## src/rtl/pid_pkg.sv

```systemverilog
`default_nettype none

package pid_pkg;

	////////////////////////////////////////////////////////////
	// data path widths
	////////////////////////////////////////////////////////////

	localparam int w_sample   = 18;	// adc word, two's complement
	localparam int w_pid      = 18;	// osf and pid result, signed
	localparam int w_dac      = 16;	// dac code, straight binary
	localparam int w_osm      = 3;	// oversample mode, 0..4 in use

	////////////////////////////////////////////////////////////
	// fixed point
	////////////////////////////////////////////////////////////

	// gains are q7.8, the pid sum drops the fraction afterwards
	localparam int w_coef     = 16;	// setpoint and p/i/d gains, signed
	localparam int coef_shift = 8;	// fraction bits of the gains
	localparam int w_acc      = 40;	// integrator and pid sum
	localparam int w_mult     = 8;	// output gain, unsigned

endpackage

`default_nettype wire

```

## src/rtl/oversample_filter.sv

```systemverilog
`timescale 1ns/1ps
`default_nettype none

module oversample_filter (
	input  logic                                clk50,
	input  logic                                rst_n,
	input  logic                                in_valid,	// strobe for this channel only
	input  logic signed [pid_pkg::w_sample-1:0] in_data,
	input  logic        [pid_pkg::w_osm-1:0]    osm,		// average over 2^osm samples
	input  logic                                cfg_update,
	output logic                                out_valid,
	output logic signed [pid_pkg::w_pid-1:0]    out_data
);

	localparam int w_sum = pid_pkg::w_sample + 4;	// headroom for 16 samples
	localparam logic signed [w_sum-1:0] sat_hi = w_sum'(2**(pid_pkg::w_pid-1) - 1);
	localparam logic signed [w_sum-1:0] sat_lo = w_sum'(-(2**(pid_pkg::w_pid-1)));

	logic        [pid_pkg::w_osm-1:0] osm_q;	// mode in force since last cfg_update
	logic        [4:0]                cnt;		// samples taken in the open group
	logic signed [w_sum-1:0]          sum;
	logic signed [w_sum-1:0]          sum_nxt;
	logic signed [w_sum-1:0]          avg;
	logic                             last;		// current sample closes the group

	always_comb begin
		sum_nxt = sum + w_sum'(in_data);	// sign extended
		avg     = sum_nxt >>> osm_q;		// divide by 2^osm, rounds toward -inf
		last    = (cnt + 5'd1) == (5'd1 << osm_q);
	end

	always_ff @(posedge clk50 or negedge rst_n) begin
		if (!rst_n) begin
			osm_q     <= '0;
			cnt       <= '0;
			sum       <= '0;
			out_valid <= 1'b0;
		end else begin
			out_valid <= 1'b0;
			if (cfg_update) begin
				// new mode, drop the partial group
				osm_q <= osm;
				cnt   <= '0;
				sum   <= '0;
			end else if (in_valid) begin
				if (last) begin
					cnt       <= '0;
					sum       <= '0;
					out_valid <= 1'b1;
				end else begin
					cnt <= cnt + 5'd1;
					sum <= sum_nxt;
				end
			end
		end
	end

	// average, clipped to the pid input range
	always_ff @(posedge clk50) begin
		if (in_valid && last) begin
			if (avg > sat_hi)
				out_data <= sat_hi[pid_pkg::w_pid-1:0];
			else if (avg < sat_lo)
				out_data <= sat_lo[pid_pkg::w_pid-1:0];
			else
				out_data <= avg[pid_pkg::w_pid-1:0];
		end
	end

endmodule

`default_nettype wire

```

## config.mk

```make
export PLATFORM = sky130hd
export DESIGN_NAME = oversample_filter
export DESIGN_NICKNAME = d
export VERILOG_FILES = /design/src/rtl/pid_pkg.sv /design/src/rtl/oversample_filter.sv
export SDC_FILE = /design/constraint.sdc
export NUM_CORES = 1
export LEC_CHECK = 0
export ABC_AREA = 1
export BUFFER_PORTS_ARGS = -buffer_cell sky130_fd_sc_hd__buf_4
export CAP_MARGIN = 10
export CORE_UTILIZATION = 60
export CTS_BUF_LIST = sky130_fd_sc_hd__clkbuf_8 sky130_fd_sc_hd__clkbuf_16
export CTS_CLUSTER_SIZE = 12
export DETAILED_ROUTE_END_ITERATION = 8
export GPL_TIMING_DRIVEN = 0
export HOLD_SLACK_MARGIN = 0.02
export PLACE_DENSITY_LB_ADDON = 0.05
export SYNTH_ARGS = -nofsm -noshare
export SYNTH_HDL_FRONTEND = slang
export SYNTH_SLANG_ARGS = --single-unit
export TNS_END_PERCENT = 5
```

## constraint.sdc

```tcl
create_clock -name clk50 -period 3.2 [get_ports clk50]
set_input_delay 0.16 -clock clk50 [delete_from_list [all_inputs] [get_ports clk50]]
set_output_delay 0.16 -clock clk50 [all_outputs]
set_load 0.05 [all_outputs]
```

# --- Word-level counts from Yosys, hierarchy flattened ---
# Cells that the tools add are included.
totals:
  ff_bits: 49
  out_inout_bits: 19
  wordCells: 24
op_classes:
  reduce_logical: 2
  eq_ne: 1
  magnitude_cmp: 2
  n_addsub: 2
  muxes: 10
  shifts: 2
op_table:
  columns: ["op", "n"]
  rows:
  - ["22-bit 2-to-1 mux", 3]
  - ["22-bit by 18-bit adder with 22-bit output", 1]
  - ["22-bit by 18-bit > comparator with 1-bit output, second input constant", 1]
  - ["22-bit by 18-bit < comparator with 1-bit output, second input constant", 1]
  - ["22-bit by 3-bit >>> shifter with 22-bit output", 1]
  - ["18-bit 2-to-1 mux", 1]
  - ["5-bit 2-to-1 mux", 3]
  - ["5-bit by 1-bit adder with 5-bit output, second input constant", 1]
  - ["5-bit == test", 1]
  - ["1-bit by 3-bit << shifter with 5-bit output, first input constant", 1]
  - ["1-bit 2-to-1 mux", 3]
  - ["2-bit nonzero test", 1]
  - ["1-bit logical AND", 1]

# --- Longest topological paths before layout ---
# Gate-level depths: netlist (run 1).
logic_depth:
  word_depth: 5
  mapped_depth: 21

# --- Worst setup path after synthesis (run 1) ---
# No wires, ideal clock.
synth_path:
  path_type: "register to register"
  start: "reg cnt[0]"
  end: "reg out_data[0] (netlist bit) (enable)"
  path_buffers: 0
  slack_ns: 0.705
  stages_incl_launch_ff: 7
  arrival_ns: 2.102
  cell_sequence: "dfrtp_1 ha_1 nand3_1 xor2_1 xnor2_1 nand4_1 nor2_1"
synth_between:
  elab_chain_len: 3
synth_rtl:
  columns: ["element", "line", "text"]
  rows:
  - ["from (decl)", "oversample_filter.sv:20", "logic [4:0] cnt;"]
  - ["from (signal assigned)", "oversample_filter.sv:51", "cnt <= cnt + 5'd1;"]
  - ["5-bit by 1-bit adder with 5-bit output", "oversample_filter.sv:29", "last = (cnt + 5'd1) == (5'd1 << osm_q);"]
  - ["5-bit == test", "oversample_filter.sv:29", null]
  - ["1-bit logical AND", "oversample_filter.sv:60", "if (in_valid && last) begin"]
  - ["to (signal assigned)", "oversample_filter.sv:62", "out_data <= sat_hi[pid_pkg::w_pid-1:0];"]
  - ["to (signal assigned)", "oversample_filter.sv:64", "out_data <= sat_lo[pid_pkg::w_pid-1:0];"]
  - ["to (signal assigned)", "oversample_filter.sv:66", "out_data <= avg[pid_pkg::w_pid-1:0];"]
  - ["to (decl)", "oversample_filter.sv:12", "output logic signed [pid_pkg::w_pid-1:0] out_data"]
# Every way passes these cells.
# A chain may end at the register's enable or synchronous reset.

# --- Final worst setup path (run 1) ---
layout_path:
  start: "reg sum[15]"
  end: "reg out_data[13] (netlist bit), data pin"
layout_between:
  elab_chain_len: 4
  elab_cells_between_ends: 5
  cone_classes: "add/sub: 1; order compare: 2; shift: 1; mux: 1"
layout_rtl:
  columns: ["element", "line", "text"]
  rows:
  - ["from (decl)", "oversample_filter.sv:21", "logic signed [w_sum-1:0] sum;"]
  - ["from (signal assigned)", "oversample_filter.sv:52", "sum <= sum_nxt;"]
  - ["22-bit by 18-bit adder with 22-bit output *", "oversample_filter.sv:27", "sum_nxt = sum + w_sum'(in_data);"]
  - ["22-bit by 3-bit >>> shifter with 22-bit output *", "oversample_filter.sv:28", "avg = sum_nxt >>> osm_q;"]
  - ["22-bit by 18-bit < comparator with 1-bit output", "oversample_filter.sv:63", "else if (avg < sat_lo)"]
  - ["18-bit 2-to-1 mux", "oversample_filter.sv:63", null]
# Mark *: on every way between the ends. The rest lies on a longest branch, timed or not.

==> results.cfg, run 1 <==
[outcome]
status = finished clean

[die]
start_util_pct = 62.3
row_count = 30
dieWidth_um = 86.2
die_height_um = 86.2
core-area_um2 = 6830
dieArea_um2 = 7430
io_pins = 44

[timing]
slew_viol_final = 0
period_minus_slack_ns = 2.85
skew_ns = 0.00763
slew_headroom_pct = 55.6
worst_slew_pin_slew_ns = 0.663
rsz0062_at_grt = false
fmax_mhz = 351
hold_ws_ns = 0.0570
hold_violations = 0
setup_viol = 0
tns_ns = 0
period_share_pct = 89.1

[clock_tree]
clkSlewWorstSetupHoldPaths_ns = 0.09
post_cts.repair.setup_buffers = 0
cts_tree = built
cts_sinks = 49
insertion_delay_ns = 0.31
cts_root_buffer = clkbuf_8
cts_max_level = 2
cts_buffer_depth = 2
cts_buffers = 5

[logic_synthesis]
synth_top_cell_area_share_pct = 19.1
yosys_register_bits = 49
async_flop_share_pct = 63.3
syn_area_um2 = 4250
synth_edf_count = 18
yosysMostFrequentCell = nand2_1
synth_fp_nets = 677
yosys.area.top_type = nand2_1
synth.area.top_cells = nand2_1 19%, dfrtp_1 18%, edfxtp_1 13%
syn_area_per_cell_um2 = 6.76
yosysWarnings = 0
netlist_instances = 629
synth_commonest_cells = 216 x nand2_1, 75 x inv_1, 72 x nand3_1, 45 x o21ai_0, 31 x dfrtp_1
synth_cell_types = 36
ys.flop_type = dfrtp_1
ys_seq_area_share_pct = 30.9

[finish]
drive_gt1_share_pct = 15.4
nets = 728
area.growth.synth_to_final_pct = 13.5
diodes = 0

[global_routing]
grt_first_pass_wirelength_um = 17800
grt.overflow.total = 0
grt_antenna_before_repair = 0
grt_max_degree = 32
grt_pass1_vias = 3923
grt_usage_pct = 31.0

[worst_setup_path]
max_stage_delay_ns = 0.41
critPathKind = reg2reg
crit_slowest_cell = dfrtp_1
crit_required_ns = 3.27
worstPathArrival_ns = 2.92
end_kind = flop
crit_chain = ha_1, nand2_2, nor2_1, inv_1, nor2_1, nand3b_1, nand3_1, nand2_1, nand3_1, nand3_1, nand2_2, nand2_1, nand2_1, nand3_2, nand2_4, buf_12, nand2_2
startpoint_type = flop
cp_max_fo = 10

[flow_run]
maxCapViolations = 0

[power]
p_leak_nw = 2.55
powerDensity_nw_per_um2 = 693
ir_drop_uv = 366

[place]
hpwl_um = 8840
place_congestion = 0.945
port_buffers = 42

[routing]
post_drt_wl_per_cell_um = 13.8
via_per_inst = 5.45
dr.pass1.iters = 5
ant_nets = 0
vias = 4233
drtIter0Drc = 241
drc = 0
wirelength_um = 10700

[hold_path]
hold_class = in2reg
## through the flow
stage,utilization (%),area [um^2],setup WS [ns],power [mW],cells
6_report,70.7,4830,0.348,3.35,777
5_1_grt,70.7,4830,0.117,3.64,777
4_1_cts,70.6,4820,0.259,3.34,777
3_5_place_dp,68.8,4700,0.272,2.88,768
3_3_place_gp,68.6,4690,0.209,2.83,767
2_1_floorplan,-,4250,0.705,2.42,629
## placed cells by master (no fill, tap or decap), drive strengths merged
| cell | instances |
|---|---|
| a21oi | 13 |
| a22oi | 2 |
| a32o | 4 |
| and2 | 2 |
| buf | 51 |
| bufinv | 1 |
| clkbuf | 18 |
| dfrtp | 31 |
| dlygate4sd3 | 1 |
| edfxtp | 18 |
| fa | 1 |
| ha | 22 |
| inv | 81 |
| mux2i | 1 |
| nand2 | 243 |
| nand3 | 79 |
| nand3b | 3 |
| nand4 | 4 |
| nor2 | 32 |
| nor3 | 1 |
| o21ai | 47 |
| o21bai | 2 |
| o22ai | 1 |
| or2 | 3 |
| xnor2 | 5 |
| xor2 | 15 |
## flip-flops by register name, summed over array words and instances, names as in the netlist
register,cells
out_valid,1
out_data,18
sum,22
osm_q,3
cnt,5
## timing repair
action / in CTS / in global routing
hold buffers: 1 / 0
gates resized for setup: 0 / 1
setup endpoints to repair: 0 / 2
hold endpoints to repair: 31 / 0
## layout make-up
type / instances / area, um^2
multi-input combinational: 480 / 2530
fill: 620 / 2000
sequential: 49 / 1320
timing repair buffer: 44 / 333
inverter: 80 / 303
tap: 96 / 120
buffer: 20 / 109
clock buffer: 6 / 82.6
clock inverter: 2 / 33.8
## worst max-delay path: cells and delay by family (launching register included)
| kind | cells | cell delay, ns |
|---|---|---|
| and+or+nand+nor | 14 | 1.59 |
| DFF | 1 | 0.41 |
| adders and majority gates | 1 | 0.38 |
| buffers and inverters | 2 | 0.23 |
## worst paths after layout
path | cells after the start | endpoint | from | slack, ns
max | 17 | out_data[13] | sum[15] | 0.35
min | 3 | osm_q[0] | osm[0] | 0.06
min in group asynchronous | 2 | sum[19] | rst_n | 0.32
min reg2reg | 2 | sum[17] | sum[17] | 0.50
max reg2reg | 17 | out_data[13] | sum[15] | 0.35
max in group asynchronous | 2 | out_valid | rst_n | 2.59
## metal layers
metal	GRT usage (%)	wire, um	up-vias
met5	0	0	-
met4	7.12	133	0
met3	4.29	605	14
met2	54.4	5340	129
met1	40.7	4670	1974
li1	-	-	2116
## cells by family after synthesis
| family | synth area share (%) |
|---|---|
| fa+ha+maj | 6.94 |
| compound gates | 9.03 |
| simple gates | 39.1 |
| mux | 0.235 |
| xor+xnor | 4.12 |
| flops | 30.9 |
| buf+inv | 9.68 |
## power by group
group          total [mW]  switching [mW]  internal, mW
clock network       0.460           0.208         0.252
registers           0.903          0.0763         0.827
logic                1.98            1.31         0.675
total                3.35            1.59          1.75
No activity file was read; power rests on OpenSTA's default activity.
==> run 2: changes to the inputs <==
- MAX_ROUTING_LAYER: default -> met4
- clock period: 3.2 -> 3.6 ns (I/O delays scaled with it)
==> run 2 against run 1 <==
Compared with the run above: hold slack improved by 0.020 ns; count of clock-buffer cells in the layout unchanged; combinational power decreased by 12%; maximum frequency decreased by 3.4%; clock power decreased by 27%; die area unchanged.
==> results.cfg, run 2 (synthesis results as in run 1) <==
[timing]
hold_violations = 0
worst_slew_pin_slew_ns = 0.680
skew_ns = 0.00983
rsz0062_at_grt = false
period_minus_slack_ns = 2.95
setup_viol = 0
period_share_pct = 82.0
slew_viol_final = 0
fmax_mhz = 339
slew_headroom_pct = 54.5
tns_ns = 0

[global_routing]
grt_pass1_vias = 3942
grt_usage_pct = 31.2
grt.overflow.total = 0
grt_first_pass_wirelength_um = 17600
grt_antenna_before_repair = 0
grt_max_degree = 32

[worst_setup_path]
cp_common_cell = nand2_1
end_kind = flop
worstPathArrival_ns = 3.02
crit_chain = ha_1, inv_1, fa_1, o21ai_1, nand2_1, nand3_1, nand2_1, nand3_1, nand3_1, nand2_2, nand2_1, nand2_1, nand3_2, nand2_4, buf_12, nand2_2
startpoint_type = flop
reg2regPathDepth = 16
crit_slowest_cell = fa_1
crit_required_ns = 3.67
max_stage_delay_ns = 0.42
cp_max_fo = 10
critPathKind = reg2reg

[flow_run]
maxCapViolations = 0

[place]
place_congestion = 0.949
port_buffers = 42
hpwl_um = 8810
dpl_cell_area_um2 = 4700

[finish]
top_register = sum
nets = 728
drive_gt1_share_pct = 15.3
area.growth.synth_to_final_pct = 12.9
postLayoutCellArea_um2 = 4800
mostFrequentLayoutCell = nand2_1
largest_register_ffs = 22
mostFrequentLayoutCells = 216 x nand2_1, 76 x inv_1, 72 x nand3_1
largestRegisters = sum x22, out_data x18, cnt x5
fillers = 606
diodes = 0

[routing]
vias = 4136
drtIter0Drc = 272
via_per_inst = 5.32
wirelength_um = 10700
post_drt_wl_per_cell_um = 13.7
drc = 0
dr.pass1.iters = 5
ant_nets = 0

[clock_tree]
cts_root_buffer = clkbuf_8
cts_buffers = 5
clkSlewWorstSetupHoldPaths_ns = 0.09
cts_buffer_depth = 2
cts_sinks = 49
insertion_delay_ns = 0.31
cts_tree = built
cts_max_level = 2

[hold_path]
worstHoldPathCells = 3
hold_class = in2reg

[die]
dieArea_um2 = 7430
io_pins = 44
start_util_pct = 62.3
core-area_um2 = 6830
dieWidth_um = 86.2
row_count = 30
die_height_um = 86.2

[power]
ir_drop_uv = 352
p_leak_nw = 2.53
powerDensity_nw_per_um2 = 602

[outcome]
status = finished clean
==> run 2: changes by cell type in the layout (fill, tap and decap cells not counted), sizes merged <==
cell      before  now
clkinvlp       0    1
bufinv         1    0
==> run 2: through the flow <==
step	std cells	utilization, %	hold WS (ns)	power (mW)	setup WS (ns)
finish	777	70.3	0.0765	2.89	0.646
floorplan	629	-	-0.116	2.15	1.11
CTS	777	70.3	0.0706	2.89	0.652
global placement	767	68.6	0.129	2.51	0.613
detailed placement	768	68.8	0.133	2.55	0.671
global route	777	70.3	0.0795	3.15	0.399
==> run 2: metal layers <==
layer / part of all wire, % / track usage [%]
met1: 43 / 39.1
met2: 49 / 53.6
met3: 6.3 / 4.57
met4: 1.4 / 6.97
met5: 0 / -
==> run 2: area by class of cell <==
cell class | instances | area [um^2] | share of cell area [%]
repair buffers | 44 | 333 | 6.93
well taps | 96 | 120 | 2.50
inverters | 80 | 303 | 6.31
multi-input cells | 480 | 2530 | 52.6
flip-flops and latches | 49 | 1320 | 27.4
clock buffers | 6 | 82.6 | 1.72
clock inverters | 2 | 11.3 | 0.235
plain buffers | 20 | 109 | 2.27
==> run 2: what timing repair did <==
item,4_1_cts,5_1_grt
hold endpoints to repair,31,0
buffers inserted,0,0
hold buffers,1,0
resized for setup,0,0
==> run 2: path summary, 6_finish.rpt <==
path / start / to / slack, ns
max in group asynchronous: rst_n / sum[0] / 2.96
setup / recovery: sum[0] / out_data[16] / 0.65
min in group asynchronous: rst_n / sum[19] / 0.34
setup reg to reg: sum[0] / out_data[16] / 0.65
hold reg to reg: sum[19] / sum[19] / 0.52
hold / removal: osm[0] / osm_q[0] / 0.08
==> run 2: power by group <==
group,internal (mW),switching (mW)
Sequential,0.735,0.0691
Combinational,0.599,1.15
Clock,0.154,0.182
Total,1.49,1.40
==> run 2: critical path, delay by kind of cell (launching register included) <==
family	cells	cell delay, ns
compound gates	1	0.36
flops	1	0.37
buf+inv	2	0.21
fa+ha+maj	2	0.62
simple gates	11	1.16
